===== src/verilog/vid_pkg.sv =====
// Shared constants for the tile-layer video path.
// Screen timing is cut down to 32x16 visible pixels to keep simulation short.
// Every module refers to these by scoped name, vid_pkg::NAME.

`default_nettype none

package vid_pkg;

    // Counter width, shared by both screen counters
    localparam int CNT_W = 6;

    // Horizontal timing in pixels
    localparam logic [CNT_W-1:0] H_TOTAL  = 6'd48;
    localparam logic [CNT_W-1:0] H_START  = 6'd8;
    localparam logic [CNT_W-1:0] H_ACTIVE = 6'd32;
    localparam logic [CNT_W-1:0] HS_START = 6'd40;
    localparam logic [CNT_W-1:0] HS_END   = 6'd44;

    // Vertical timing in lines
    localparam logic [CNT_W-1:0] V_TOTAL  = 6'd20;
    localparam logic [CNT_W-1:0] V_START  = 6'd2;
    localparam logic [CNT_W-1:0] V_ACTIVE = 6'd16;
    localparam logic [CNT_W-1:0] VS_START = 6'd18;
    localparam logic [CNT_W-1:0] VS_END   = 6'd19;

    // Tile map, 4 columns by 2 rows of 8x8 tiles
    localparam int TILE_COLS = 4;
    localparam int TILE_ROWS = 2;
    localparam int MAP_AW    = 3;
    localparam int COL_W     = 2;
    localparam int TROW_W    = 1;
    localparam int PROW_W    = 3;   // pixel row inside a tile

    // Graphics ROM: {tile code, pixel row}
    localparam int ROM_AW = 11;
    localparam int WORD_W = 32;
    localparam int PXL_W  = 4;

    // Pixel-word buffer and its credit loop
    localparam int FIFO_DEPTH = 4;
    localparam int FIFO_AW    = 2;
    localparam int CRD_W      = 3;

endpackage

`default_nettype wire


===== src/verilog/vid_timer.sv =====
// Screen timing generator.
// hdump and vdump advance once per pxl_cen. Blanking and sync flags are
// registered from the next count, so they line up with hdump and vdump.
// LHBL and LVBL are high inside the visible area.

`timescale 1ns/1ns
`default_nettype none

module vid_timer (
    input  logic                      clk,
    input  logic                      rst_n,
    input  logic                      pxl_cen,
    output logic [vid_pkg::CNT_W-1:0] hdump,
    output logic [vid_pkg::CNT_W-1:0] vdump,
    output logic                      LHBL,
    output logic                      LVBL,
    output logic                      HS,
    output logic                      VS
);

logic [vid_pkg::CNT_W-1:0] h_nxt;
logic [vid_pkg::CNT_W-1:0] v_nxt;

always_comb begin
    h_nxt = hdump + 1'b1;
    v_nxt = vdump;
    if (hdump == vid_pkg::H_TOTAL - 1'b1) begin
        h_nxt = '0;
        // New line
        if (vdump == vid_pkg::V_TOTAL - 1'b1) begin
            v_nxt = '0;
        end else begin
            v_nxt = vdump + 1'b1;
        end
    end
end

always_ff @(posedge clk or negedge rst_n) begin
    if (!rst_n) begin
        hdump <= '0;
        vdump <= '0;
        LHBL  <= 1'b0;
        LVBL  <= 1'b0;
        HS    <= 1'b0;
        VS    <= 1'b0;
    end else if (pxl_cen) begin
        hdump <= h_nxt;
        vdump <= v_nxt;
        LHBL  <= h_nxt >= vid_pkg::H_START &&
                 h_nxt <  vid_pkg::H_START + vid_pkg::H_ACTIVE;
        LVBL  <= v_nxt >= vid_pkg::V_START &&
                 v_nxt <  vid_pkg::V_START + vid_pkg::V_ACTIVE;
        HS    <= h_nxt >= vid_pkg::HS_START && h_nxt < vid_pkg::HS_END;
        VS    <= v_nxt >= vid_pkg::VS_START && v_nxt < vid_pkg::VS_END;
    end
end

// Line length is exactly H_TOTAL pixels
a_hdump_range: assert property (
    @(posedge clk) disable iff (!rst_n)
    hdump < vid_pkg::H_TOTAL
) else $error("vid_timer: hdump reached H_TOTAL");

endmodule

`default_nettype wire


===== src/verilog/scr_fetch.sv =====
// Scroll-layer fetcher with its tile map RAM.
// The CPU writes and reads tile codes through vram_cs. The fetcher walks
// the visible area in scan order, reads one 32-bit word per tile line from
// the graphics ROM and pushes it to the pixel buffer. A push spends one
// credit and credit_ret gives one back, so the buffer never overflows.

`timescale 1ns/1ns
`default_nettype none

module scr_fetch (
    input  logic                       clk,
    input  logic                       rst_n,
    // CPU port
    input  logic [vid_pkg::MAP_AW-1:0] cpu_addr,
    input  logic [7:0]                 cpu_dout,
    input  logic                       cpu_rnw,
    input  logic                       vram_cs,
    output logic [7:0]                 vram_dout,
    // Graphics ROM
    output logic                       rom_cs,
    output logic [vid_pkg::ROM_AW-1:0] rom_addr,
    input  logic [vid_pkg::WORD_W-1:0] rom_data,
    input  logic                       rom_ok,
    // Credit link to the buffer
    output logic                       pxl_push,
    output logic [vid_pkg::WORD_W-1:0] pxl_word,
    input  logic                       credit_ret
);

logic [7:0] tile_map [0:vid_pkg::TILE_COLS*vid_pkg::TILE_ROWS-1];

logic [vid_pkg::COL_W-1:0]  col;
logic [vid_pkg::PROW_W-1:0] prow;
logic [vid_pkg::TROW_W-1:0] trow;
logic [vid_pkg::CRD_W-1:0]  credits;
logic                       have_word;
logic                       issue;

// CPU access
always_ff @(posedge clk) begin
    if (vram_cs && !cpu_rnw) begin
        tile_map[cpu_addr] <= cpu_dout;
    end
    if (vram_cs && cpu_rnw) begin
        vram_dout <= tile_map[cpu_addr];
    end
end

// A new request starts once the previous word has been pushed
assign issue    = !rom_cs && !have_word;
assign pxl_push = have_word && credits != '0;

// Address and data are latched so a CPU write cannot disturb a fetch
always_ff @(posedge clk) begin
    if (issue) begin
        rom_addr <= {tile_map[{trow, col}], prow};
    end
    if (rom_cs && rom_ok) begin
        pxl_word <= rom_data;
    end
end

always_ff @(posedge clk or negedge rst_n) begin
    if (!rst_n) begin
        rom_cs    <= 1'b0;
        have_word <= 1'b0;
        credits   <= vid_pkg::CRD_W'(vid_pkg::FIFO_DEPTH);
        col       <= '0;
        prow      <= '0;
        trow      <= '0;
    end else begin
        case ({credit_ret, pxl_push})
            2'b10:   credits <= credits + 1'b1;
            2'b01:   credits <= credits - 1'b1;
            default: credits <= credits;
        endcase

        if (issue) begin
            rom_cs <= 1'b1;
        end
        if (rom_cs && rom_ok) begin
            rom_cs    <= 1'b0;
            have_word <= 1'b1;
        end

        // Step to the next tile line in scan order
        if (pxl_push) begin
            have_word <= 1'b0;
            col       <= col + 1'b1;
            if (col == vid_pkg::COL_W'(vid_pkg::TILE_COLS - 1)) begin
                col  <= '0;
                prow <= prow + 1'b1;
                if (prow == '1) begin
                    if (trow == vid_pkg::TROW_W'(vid_pkg::TILE_ROWS - 1)) begin
                        trow <= '0;
                    end else begin
                        trow <= trow + 1'b1;
                    end
                end
            end
        end
    end
end

// Returned credits can never outnumber the words pushed
a_credit_max: assert property (
    @(posedge clk) disable iff (!rst_n)
    credits <= vid_pkg::CRD_W'(vid_pkg::FIFO_DEPTH)
) else $error("scr_fetch: credit count above FIFO_DEPTH");

endmodule

`default_nettype wire


===== src/verilog/pxl_fifo.sv =====
// Pixel-word buffer between the fetcher and the colour mixer.
// Circular buffer of FIFO_DEPTH words. A pushed word is visible on
// fifo_word on the next clock. Every pop sends one credit back to the
// fetcher in the same cycle.

`timescale 1ns/1ns
`default_nettype none

module pxl_fifo (
    input  logic                       clk,
    input  logic                       rst_n,
    input  logic                       pxl_push,
    input  logic [vid_pkg::WORD_W-1:0] pxl_word,
    input  logic                       pxl_pop,
    output logic [vid_pkg::WORD_W-1:0] fifo_word,
    output logic                       fifo_empty,
    output logic                       credit_ret
);

logic [vid_pkg::WORD_W-1:0]  mem [0:vid_pkg::FIFO_DEPTH-1];
logic [vid_pkg::FIFO_AW-1:0] wr_ptr;
logic [vid_pkg::FIFO_AW-1:0] rd_ptr;
logic [vid_pkg::CRD_W-1:0]   level;
logic                        full;

assign fifo_empty = level == '0;
assign full       = level == vid_pkg::CRD_W'(vid_pkg::FIFO_DEPTH);
assign fifo_word  = mem[rd_ptr];
assign credit_ret = pxl_pop && !fifo_empty;

always_ff @(posedge clk) begin
    if (pxl_push) begin
        mem[wr_ptr] <= pxl_word;
    end
end

always_ff @(posedge clk or negedge rst_n) begin
    if (!rst_n) begin
        wr_ptr <= '0;
        rd_ptr <= '0;
        level  <= '0;
    end else begin
        if (pxl_push) wr_ptr <= wr_ptr + 1'b1;
        if (credit_ret) rd_ptr <= rd_ptr + 1'b1;
        case ({pxl_push, credit_ret})
            2'b10:   level <= level + 1'b1;
            2'b01:   level <= level - 1'b1;
            default: level <= level;
        endcase
    end
end

// The fetcher's credit count must keep it from overrunning the buffer
a_no_push_full: assert property (
    @(posedge clk) disable iff (!rst_n)
    pxl_push |-> !full
) else $error("pxl_fifo: push while full");

a_no_pop_empty: assert property (
    @(posedge clk) disable iff (!rst_n)
    pxl_pop |-> !fifo_empty
) else $error("pxl_fifo: pop while empty");

endmodule

`default_nettype wire


===== src/verilog/vid_colmix.sv =====
// Colour mixer.
// Holds the current graphics word in a shift register and sends out one
// pixel per visible pxl_cen, lowest nibble first. The next word is popped
// as soon as the register runs dry. Pixels go through a 16-entry palette
// PROM loaded over prog_addr/prog_data. Output lags its LHBL/LVBL sample
// by one pxl_cen, and so do LHBL_dly and LVBL_dly.

`timescale 1ns/1ns
`default_nettype none

module vid_colmix (
    input  logic                       clk,
    input  logic                       rst_n,
    input  logic                       pxl_cen,
    input  logic                       LHBL,
    input  logic                       LVBL,
    input  logic [vid_pkg::WORD_W-1:0] fifo_word,
    input  logic                       fifo_empty,
    output logic                       pxl_pop,
    // Palette PROM programming
    input  logic [vid_pkg::PXL_W-1:0]  prog_addr,
    input  logic [7:0]                 prog_data,
    input  logic                       prom_en,
    // Video out
    output logic [3:0]                 red,
    output logic [3:0]                 green,
    output logic [3:0]                 blue,
    output logic                       LHBL_dly,
    output logic                       LVBL_dly
);

logic [7:0]                 prom [0:2**vid_pkg::PXL_W-1];
logic [vid_pkg::WORD_W-1:0] shreg;
logic [vid_pkg::WORD_W/vid_pkg::PXL_W-1:0] pxl_vld;   // one bit per pixel left
logic [7:0]                 pal;
logic                       shift;

assign pxl_pop = !pxl_vld[0] && !fifo_empty;
assign shift   = pxl_cen && LHBL && LVBL && pxl_vld[0];
assign pal     = prom[shreg[vid_pkg::PXL_W-1:0]];

always_ff @(posedge clk) begin
    if (prom_en) begin
        prom[prog_addr] <= prog_data;
    end
    if (pxl_pop) begin
        shreg <= fifo_word;
    end else if (shift) begin
        shreg <= shreg >> vid_pkg::PXL_W;
    end
end

always_ff @(posedge clk or negedge rst_n) begin
    if (!rst_n) begin
        pxl_vld  <= '0;
        red      <= '0;
        green    <= '0;
        blue     <= '0;
        LHBL_dly <= 1'b0;
        LVBL_dly <= 1'b0;
    end else begin
        if (pxl_pop) begin
            pxl_vld <= '1;
        end else if (shift) begin
            pxl_vld <= pxl_vld >> 1;
        end
        if (pxl_cen) begin
            LHBL_dly <= LHBL;
            LVBL_dly <= LVBL;
            // Packing is BBGGGRRR
            if (LHBL && LVBL) begin
                red   <= {pal[2:0], pal[2]};
                green <= {pal[5:3], pal[5]};
                blue  <= {pal[7:6], pal[7:6]};
            end else begin
                red   <= '0;
                green <= '0;
                blue  <= '0;
            end
        end
    end
end

// The fetcher and buffer must keep ahead of the visible scan
a_no_underrun: assert property (
    @(posedge clk) disable iff (!rst_n)
    (pxl_cen && LHBL && LVBL) |-> pxl_vld[0]
) else $error("vid_colmix: pixel data underrun");

endmodule

`default_nettype wire


===== src/verilog/vid_top.sv =====
// Tile-layer video path, top level.
// Joins the screen timer, the scroll fetcher, the pixel-word buffer and
// the colour mixer. The graphics ROM and the pixel clock enable come
// from outside.

`timescale 1ns/1ns
`default_nettype none

module vid_top (
    input  logic                       clk,
    input  logic                       rst_n,
    input  logic                       pxl_cen,
    // CPU interface
    input  logic [vid_pkg::MAP_AW-1:0] cpu_addr,
    input  logic [7:0]                 cpu_dout,
    input  logic                       cpu_rnw,
    input  logic                       vram_cs,
    output logic [7:0]                 vram_dout,
    // Graphics ROM
    output logic                       rom_cs,
    output logic [vid_pkg::ROM_AW-1:0] rom_addr,
    input  logic [vid_pkg::WORD_W-1:0] rom_data,
    input  logic                       rom_ok,
    // Palette PROM
    input  logic [vid_pkg::PXL_W-1:0]  prog_addr,
    input  logic [7:0]                 prog_data,
    input  logic                       prom_en,
    // Video
    output logic                       HS,
    output logic                       VS,
    output logic                       LHBL_dly,
    output logic                       LVBL_dly,
    output logic [3:0]                 red,
    output logic [3:0]                 green,
    output logic [3:0]                 blue
);

logic                       LHBL, LVBL;
logic                       pxl_push, pxl_pop, credit_ret, fifo_empty;
logic [vid_pkg::WORD_W-1:0] pxl_word, fifo_word;

vid_timer u_timer (
    .clk        ( clk        ),
    .rst_n      ( rst_n      ),
    .pxl_cen    ( pxl_cen    ),
    .hdump      (            ),
    .vdump      (            ),
    .LHBL       ( LHBL       ),
    .LVBL       ( LVBL       ),
    .HS         ( HS         ),
    .VS         ( VS         )
);

scr_fetch u_fetch (
    .clk        ( clk        ),
    .rst_n      ( rst_n      ),
    .cpu_addr   ( cpu_addr   ),
    .cpu_dout   ( cpu_dout   ),
    .cpu_rnw    ( cpu_rnw    ),
    .vram_cs    ( vram_cs    ),
    .vram_dout  ( vram_dout  ),
    .rom_cs     ( rom_cs     ),
    .rom_addr   ( rom_addr   ),
    .rom_data   ( rom_data   ),
    .rom_ok     ( rom_ok     ),
    .pxl_push   ( pxl_push   ),
    .pxl_word   ( pxl_word   ),
    .credit_ret ( credit_ret )
);

pxl_fifo u_fifo (
    .clk        ( clk        ),
    .rst_n      ( rst_n      ),
    .pxl_push   ( pxl_push   ),
    .pxl_word   ( pxl_word   ),
    .pxl_pop    ( pxl_pop    ),
    .fifo_word  ( fifo_word  ),
    .fifo_empty ( fifo_empty ),
    .credit_ret ( credit_ret )
);

vid_colmix u_colmix (
    .clk        ( clk        ),
    .rst_n      ( rst_n      ),
    .pxl_cen    ( pxl_cen    ),
    .LHBL       ( LHBL       ),
    .LVBL       ( LVBL       ),
    .fifo_word  ( fifo_word  ),
    .fifo_empty ( fifo_empty ),
    .pxl_pop    ( pxl_pop    ),
    .prog_addr  ( prog_addr  ),
    .prog_data  ( prog_data  ),
    .prom_en    ( prom_en    ),
    .red        ( red        ),
    .green      ( green      ),
    .blue       ( blue       ),
    .LHBL_dly   ( LHBL_dly   ),
    .LVBL_dly   ( LVBL_dly   )
);

endmodule

`default_nettype wire


===== config.mk =====
export PLATFORM = sky130hd
export DESIGN_NAME = vid_top
export DESIGN_NICKNAME = d
export VERILOG_FILES = /design/src/verilog/vid_pkg.sv /design/src/verilog/vid_timer.sv /design/src/verilog/scr_fetch.sv /design/src/verilog/pxl_fifo.sv /design/src/verilog/vid_colmix.sv /design/src/verilog/vid_top.sv
export SDC_FILE = /design/constraint.sdc
export NUM_CORES = 1
export LEC_CHECK = 0
export BUFFER_PORTS_ARGS = -buffer_cell sky130_fd_sc_hd__buf_4
export CAP_MARGIN = 20
export CORE_MARGIN = 8
export CORE_UTILIZATION = 45
export DETAILED_ROUTE_END_ITERATION = 10
export GPL_ROUTABILITY_DRIVEN = 0
export PLACE_DENSITY = 0.64
export SLEW_MARGIN = 30
export SYNTH_ARGS = -nofsm -noshare
export SYNTH_HDL_FRONTEND = slang
export SYNTH_SLANG_ARGS = --single-unit

===== constraint.sdc =====
create_clock -name clk -period 3.5 [get_ports clk]
set_input_delay 0.875 -clock clk [delete_from_list [all_inputs] [get_ports clk]]
set_output_delay 0.875 -clock clk [all_outputs]
set_load 0.02 [all_outputs]

## Word-level counts from Yosys, hierarchy flattened

Memories as Yosys holds them, arrays and structs flattened. A register that Yosys moved wholly into a read port is not among the register bits.
Index checks and enable logic that the tools add are counted.

| operators by class | value |
|---|---|
| magnitude comparators | 8 |
| shift operators | 0 |
| muxes and demuxes | 25 |
| equality and inequality tests | 8 |
| bitwise operators | 0 |
| $mul | 0 |
| reduce and logical (&&, ||, !) cells | 29 |
| $add $sub $neg | 11 |
| divide/modulo/power cells | 0 |

Operator list:

| kind | count |
|---|---|
| 32-bit 2-to-1 mux | 2 |
| 6-bit 2-to-1 mux | 3 |
| 4-bit 2-to-1 mux | 4 |
| 8-bit 2-to-1 mux | 2 |
| 1-bit logical AND | 15 |
| 6-bit by 1-bit adder with 6-bit output, second input constant | 2 |
| 6-bit by 5-bit less-than comparator with 1-bit output, second input constant | 2 |
| 6-bit less-than comparator, second input constant | 2 |
| 3-bit one-hot mux with 2 select lines | 2 |
| 1-bit 2-to-1 mux | 11 |
| 2-bit nonzero test | 5 |
| 3-bit by 1-bit adder with 3-bit output, second input constant | 3 |
| 2-bit by 1-bit adder with 2-bit output, second input constant | 3 |
| 2-bit == test, second input constant | 3 |
| 6-bit by 5-bit == test with 1-bit output, second input constant | 1 |
| 6-bit == test, second input constant | 1 |
| 6-bit by 2-bit greater-or-equal comparator with 1-bit output, second input constant | 1 |
| 6-bit by 4-bit greater-or-equal comparator with 1-bit output, second input constant | 1 |
| 6-bit by 5-bit greater-or-equal comparator with 1-bit output, second input constant | 1 |
| 6-bit greater-or-equal comparator, second input constant | 1 |
| 3-bit by 1-bit subtractor with 3-bit output, second input constant | 2 |
| 1-bit logical NOT | 5 |
| 2-bit by 1-bit == test with 1-bit output, second input constant | 2 |
| 3-bit == test, second input constant | 1 |
| 6 further kinds | 6 |

| word-level totals | value |
|---|---|
| RAM bits | 320 |
| register bits after elaboration | 131 |
| memories | 3 |
| output and inout port bits | 36 |
| bits in latches | 0 |
| memory bits (read-only) | 0 |

Memory list:

| memory | words | bits a word | read ports | clocked after Yosys merged registers in | write ports | RTL line | source |
|---|---|---|---|---|---|---|---|
| u_colmix.prom | 16 | 8 | 1 | 1 | 1 | vid_colmix.sv:32 | `logic [7:0] prom [0:2**vid_pkg::PXL_W-1];` |
| u_fifo.mem | 4 | 32 | 1 | 0 | 1 | pxl_fifo.sv:20 | `logic [vid_pkg::WORD_W-1:0] mem [0:vid_pkg::FIFO_DEPTH-1];` |
| u_fetch.tile_map | 8 | 8 | 2 | 2 | 1 | scr_fetch.sv:30 | `logic [7:0] tile_map [0:vid_pkg::TILE_COLS*vid_pkg::TILE_ROWS-1];` |

## Depth between registers and ports, before layout

Gate-level depths: netlist of run 1.

| logic depth | value |
|---|---|
| word-level depth | 6 |
| mapped depth | 11 |
| gate-level depth less buffers | 9 |

## By module

Synthesis of run 1 repeated with hierarchy kept, for this count alone.

| second synthesis, totals | value |
|---|---|
| cell total of the unflattened synthesis | 939 |
| area, all modules | 18353.9 um^2 |

By module, submodules not included:

| module | seq. area each (um^2) | cells each | times used | area an instance (um^2) |
|---|---|---|---|---|
| vid_colmix | 5335.1 | 370 | 1 | 7163.1 |
| scr_fetch | 3729.8 | 258 | 1 | 5141.2 |
| pxl_fifo | 4018.9 | 204 | 1 | 5067.4 |
| vid_timer | 400.4 | 107 | 1 | 982.2 |

## Worst setup path after synthesis of run 1

OpenSTA, ideal clock, no wires.

| path | value |
|---|---|
| path kind | input -> register |
| start | in pxl_cen |
| end | reg with a tool-made name |
| library setup time | 124 ps |
| slack | 671 ps |
| arrival | 2705 ps |
| data required time | 3376 ps |
| cell stages on the path | 4 |
| cell sequence | clkbuf_1 -> nand4_1 -> nand2_1 -> mux2_2 |

RTL lines:

| what | RTL line | source |
|---|---|---|
| from (decl) | vid_top.sv:12 | `input logic pxl_cen,` |

==> results of run 1 <==
==> critical path: cells and delay by family (launching register included) <==
kind	cells	cell delay, ns
AOI/OAI and AO/OA	1	0.05
buffers and inverters	2	0.39
muxes	2	1.14
DFF	1	0.67
==> flip-flops by register name, summed over array words and instances (netlist names), 3 cells and up, named ones only <==
register           flops
u_timer.vdump          6
u_fetch.pxl_word      32
u_fetch.tile_map      64
u_colmix.prom        128
u_fetch.prow           3
u_fifo.mem           128
u_timer.hdump          6
u_colmix.pxl_vld       8
u_fetch.credits        3
u_fetch.vram_dout      8
u_fetch.rom_addr      11
u_colmix.shreg        32
u_colmix.red           3
u_fifo.level           3
u_colmix.green         3
==> cells by family after synthesis <==
| group | share of synthesized area, % |
|---|---|
| buffers and inverters | 2.144 |
| AOI/OAI and AO/OA | 2.296 |
| xor gates and xnor gates | 0.7239 |
| DFF | 74.30 |
| muxes | 14.81 |
| adders and majority gates | 0.9790 |
| and+or+nand+nor | 4.750 |
==> routing by layer <==
layer	share of wire [%]	up-vias
met5	0	-
met4	2.0	0
met3	5.6	53
met2	49	219
met1	44	4494
li1	-	4016
==> power breakdown <==
group | switching [µW] | leakage, µW | internal, µW
sequential | 189 | 0.00434 | 6190
combinational | 400 | 0.00222 | 382
clock | 1980 | 0.000720 | 2760
==> cell type report <==
class	count	share of cell area [%]
inverters	25	0.4473
well taps	525	3.131
clock buffers	66	6.238
multi-input cells	416	20.42
clock inverters	23	0.8230
repair buffers	130	4.652
flip-flops and latches	459	64.29
==> final timing paths <==
path                                 start                to  slack [ns]  depth (start not counted)
max                                   flop  u_colmix.blue[1]        1.12                          5
min                                  rst_n  u_timer.vdump[4]        0.35                          1
max reg2reg                           flop  u_colmix.blue[1]        1.12                          5
min reg2reg                u_fifo.level[2]   u_fifo.level[2]        0.47                          1
max in group asynchronous            rst_n  u_fifo.rd_ptr[0]        2.65                          1
min in group clk           u_fifo.level[2]   u_fifo.level[2]        0.47                          1
==> Yosys cell counts, drive strengths merged (8+ instances only) <==
master | instances | area (µm²)
nand2 | 108 | 405.4
mux4 | 97 | 2230
mux2i | 12 | 120.1
mux2 | 30 | 337.8
buf | 36 | 235.2
ha | 11 | 137.6
nor2 | 32 | 120.1
inv | 24 | 90.09
and2 | 12 | 75.07
nand3 | 8 | 40.04
edfxtp | 403 | 12100
dfrtp | 51 | 1276
o2bb2ai | 9 | 78.83
o21ai | 9 | 45.04
clkbuf | 16 | 60.06
nor3 | 10 | 50.05
xnor2 | 8 | 70.07
==> metrics by stage <==
stage,cells,power [µW],setup WS [ns]
after floorplan,952,6981,0.6712
after global placement,1555,7261,0.8880
after detailed placement,1555,7288,0.8589
after CTS,1644,12060,1.060
after global routing,1644,12350,0.9601
final,1644,11900,1.119
==> impl_metrics.tcl, run 1 <==
set metrics [dict create \
    drv_cap 0 \
    antenna_found_initial 0 \
    clock_latency_ns 0.57 \
    synth_cells 952 \
    via_count 8782 \
    cts_resized 0 \
    yosys_most_used_dff "edfxtp_1" \
    clock-sinks 459 \
    vias_per_cell 5.342 \
    io_pins 98 \
    cts_setup_buffers 0 \
    ant_nets 0 \
    hold_viol_final 0 \
    coreArea_mm2 0.03973 \
    routedWlPerCell_um 20.37 \
    ys_seq_area_share_pct 74.30 \
    grt_remaining_overflow 0 \
    first_pass_iters 5 \
    powerDensity_mw_per_mm2 567.2 \
    die_h_um 216.8 \
    leakage_uw 0.007275 \
    drt_first_iter_violations 610 \
    setup_viol 0 \
    clock_skew_ns 0.02463 \
    slew-limit-headroom_pct 43.35 \
    regArea_mm2 0.01349 \
    cp.arrival_ns 2.83 \
    die_area_mm2 0.04701 \
    grt.busiest_layer "met2" \
    hold_ws_ns 0.3518 \
    tns_ns 0 \
    cts_hold_buffers 0 \
    syn_to_final_growth_pct 15.59 \
    grt_pass1_vias 9115 \
    critPathMaxFanout 15 \
    crit_path_start_kind "flop" \
    hold_path.class "in2async" \
    grt_pass1_wl_um 52300 \
    antenna_cells 0 \
    tightest_slew_ns 0.8466 \
    htreeDepth 2 \
    syn-mean-instance-area_um2 19.06 \
    fin_crit_ns 2.381 \
    io_buffers 97 \
    cp_slowest_cell "dfxtp_2" \
    cts_tree "yes" \
    met2_usage_pct 22.90 \
    rsz0062_at_grt "false" \
    final_cell_mix "edfxtp_1, buf_4, nand2_1, mux4_2, dfrtp_1" \
    synth_nets 1027 \
    use_met3_pct 3.273 \
    yosys_warnings 0 \
    outcome "complete, no violations" \
    cts.path.max_buffers 3 \
    start_util_pct 45.68 \
    ir_worst_vdd_mv 0.4478 \
    synth_seq_cells 459 \
    dpl_cell_area_mm2 0.01950 \
    endpoint_kind "flop" \
    yosysUniqueCellTypes 56 \
    path_clk_slew_ns 0.06 \
    numCtsBuffers 48 \
    nets 1155 \
    layout_commonest_cell "edfxtp_1" \
    path_class "reg2reg" \
    crit_chain "buf_4, mux4_1, mux4_2, inv_1, o2bb2ai_1" \
    grt_usage_pct 14.28 \
    use_met1_pct 19.43 \
    slew_viol_final 0 \
    rows 73 \
    finalWirelength_um 33480 \
    grt_max_degree 53 \
    cp.required_ns 3.94 \
    fin_crit_sh_pct 68.04 \
    fmax_mhz 419.9 \
    drc 0 \
    final_area_mm2 0.02098 \
    drive_gt1_share_pct 28.60 \
    synthesis.area_mm2 0.01815 \
    clock-root-buffer "clkbuf_16" \
    place_hpwl_um 21020 \
    async_flop_share_pct 11.33 \
    die_x_um 216.8 \
    post-route-util_pct 52.80 \
    multiInputGateArea_mm2 0.004284 \
    crit_path_max_incr_delay_ns 0.67 \
    nFillCells 3151 \
    synth_edf_count 403 \
]
Power figures use the tool's default switching activity.
==> run 2, diff against run 1 <==
Clock period 3.5 ns to 2.2 ns, I/O delays scaled along.
==> run 2 against run 1 <==
Setup slack got worse by 1.0 ns. Sequential power rose by 58%. Global-route usage rose by 0.30 points. First-iteration DRC count fell by 10%. Flip-flop and latch count did not move. Fmax rose by 14%. Clock power rose by 61%. Non-clock buffer count rose by 35. Cell area rose by 2.2%. Register-to-register slack got worse by 1.0 ns. Worst hold slack got worse by 0.34 ns. Critical path type unchanged. Highest routed layer unchanged.
==> impl_metrics.tcl, run 2 (same netlist as run 1, synthesis figures left out) <==
set metrics [dict create \
    cts_resized 0 \
    vias_per_cell 5.236 \
    cts_setup_buffers 0 \
    grt_pass1_vias 9253 \
    antenna_found_initial 0 \
    path_clk_slew_ns 0.06 \
    cts_hold_buffers 0 \
    io_pins 98 \
    via_count 8792 \
    outcome "complete, no violations" \
    grt_usage_pct 14.57 \
    clock-sinks 459 \
    syn_to_final_growth_pct 18.13 \
    routedWlPerCell_um 20.47 \
    ir_worst_vdd_mv 0.6294 \
    rr_endpoint "u_timer.LVBL" \
    ant_nets 0 \
    cts.path.max_buffers 3 \
    r2r_slack_ns 0.11 \
    io_buffers 97 \
    tightest_slew_ns 0.6637 \
    crit_path_max_incr_delay_ns 0.39 \
    grt_max_degree 53 \
    clock-root-buffer "clkbuf_16" \
    r2r_cells 6 \
    slew_viol_final 0 \
    cp.arrival_ns 2.57 \
    drc 0 \
    slew-limit-headroom_pct 55.75 \
    grt_pass1_wl_um 53300 \
    drt_first_iter_violations 549 \
    place_hpwl_um 21910 \
    grt_remaining_overflow 0 \
    start_util_pct 45.68 \
    crit_chain "ha_1, nand4_1, o31a_1, a221o_1, o21a_1, o32ai_1" \
    endpoint_kind "flop" \
    crit_path_start_kind "flop" \
    fin_crit_ns 2.094 \
    hold_ws_ns 0.008206 \
    reg2reg_from "u_timer.hdump[0]" \
    layout_commonest_cell "edfxtp_1" \
    finalWirelength_um 34370 \
    numCtsBuffers 48 \
    nets 1190 \
    top_regs "u_colmix.prom (128), u_fifo.mem (128), u_fetch.tile_map (64)" \
    leakage_uw 0.007520 \
    critPathMaxFanout 9 \
    path_class "reg2reg" \
    setup_viol 0 \
    drive_gt1_share_pct 31.98 \
    fin_crit_sh_pct 95.17 \
    clock_skew_ns 0.02189 \
    antenna_cells 0 \
    hold_path.class "in2async" \
    die_x_um 216.8 \
    rows 73 \
    htreeDepth 2 \
    powerDensity_mw_per_mm2 891.8 \
    fmax_mhz 477.6 \
    die_h_um 216.8 \
    cp_slowest_cell "dfrtp_1" \
    post-route-util_pct 53.96 \
    rsz0062_at_grt "false" \
    cp.required_ns 2.68 \
    final_cell_mix "edfxtp_1, buf_4, nand2_1, mux4_2, dfrtp_1" \
    clock_latency_ns 0.58 \
    nFillCells 3082 \
    first_pass_iters 5 \
    hold_viol_final 0 \
    cts_tree "yes" \
    drv_cap 0 \
    die_area_mm2 0.04701 \
    coreArea_mm2 0.03973 \
]
[run 2: metal layers]
layer / vias to the layer above / routed length [µm] / track usage [%]
met1: 4453 / 15060 / 19.14
met3: 57 / 1495 / 2.594
met2: 196 / 17130 / 24.55
met5: - / 0 / 0
met4: 0 / 681 / 4.689
li1: 4086 / - / -
[run 2: per-stage QoR]
step           cell area [µm²]  total power [µW]  TNS [ns]  cells  setup WS (ns)
2_1_floorplan            18190             11110    -1.009    952        -0.1448
3_3_place_gp             19920             11640         0   1590         0.2129
3_5_place_dp             19920             11660         0   1590         0.1637
4_1_cts                  21430             19350         0   1679         0.1522
5_1_grt                  21440             19810         0   1679        0.01368
6_report                 21440             19120         0   1679         0.1062
[run 2: how the worst max path moves through the flow]
| stage | from | slack [ns] | endpoint | depth (start not counted) |
|---|---|---|---|---|
| final | u_timer.hdump[0] | 0.11 | u_timer.LVBL | 6 |
| after global routing | u_timer.hdump[0] | 0.01 | u_timer.LVBL | 6 |
| after CTS | u_timer.hdump[0] | 0.15 | u_timer.LVBL | 5 |
| after detailed placement | u_timer.hdump[0] | 0.16 | u_timer.LVBL | 5 |
| after global placement | u_timer.hdump[0] | 0.21 | u_timer.LVBL | 6 |
| after floorplan | u_fifo.level[0] | -0.14 | u_fetch.credits[2] | 11 |
[run 2: final cells by class]
class	count	area, µm²	area share [%]
well taps	525	656.9	3.064
multi-input cells	416	4314	20.12
repair buffers	165	1376	6.420
inverters	25	93.84	0.4377
flip-flops and latches	459	13490	62.91
clock buffers	66	1309	6.105
clock inverters	23	201.4	0.9396
[run 2: report_power, final]
group	switching [µW]	internal, µW
clock	3230	4420
combinational	705	665
sequential	255	9850
total	4190	14900
[run 2: worst max-delay path: cells and delay by family, from the launching register on]
| family | cells | cell delay, ns |
|---|---|---|
| flip-flops | 1 | 0.39 |
| AND/OR/NAND/NOR | 1 | 0.26 |
| AO/OA/AOI/OAI | 4 | 1.04 |
| adder cells (fa/ha/maj) | 1 | 0.33 |
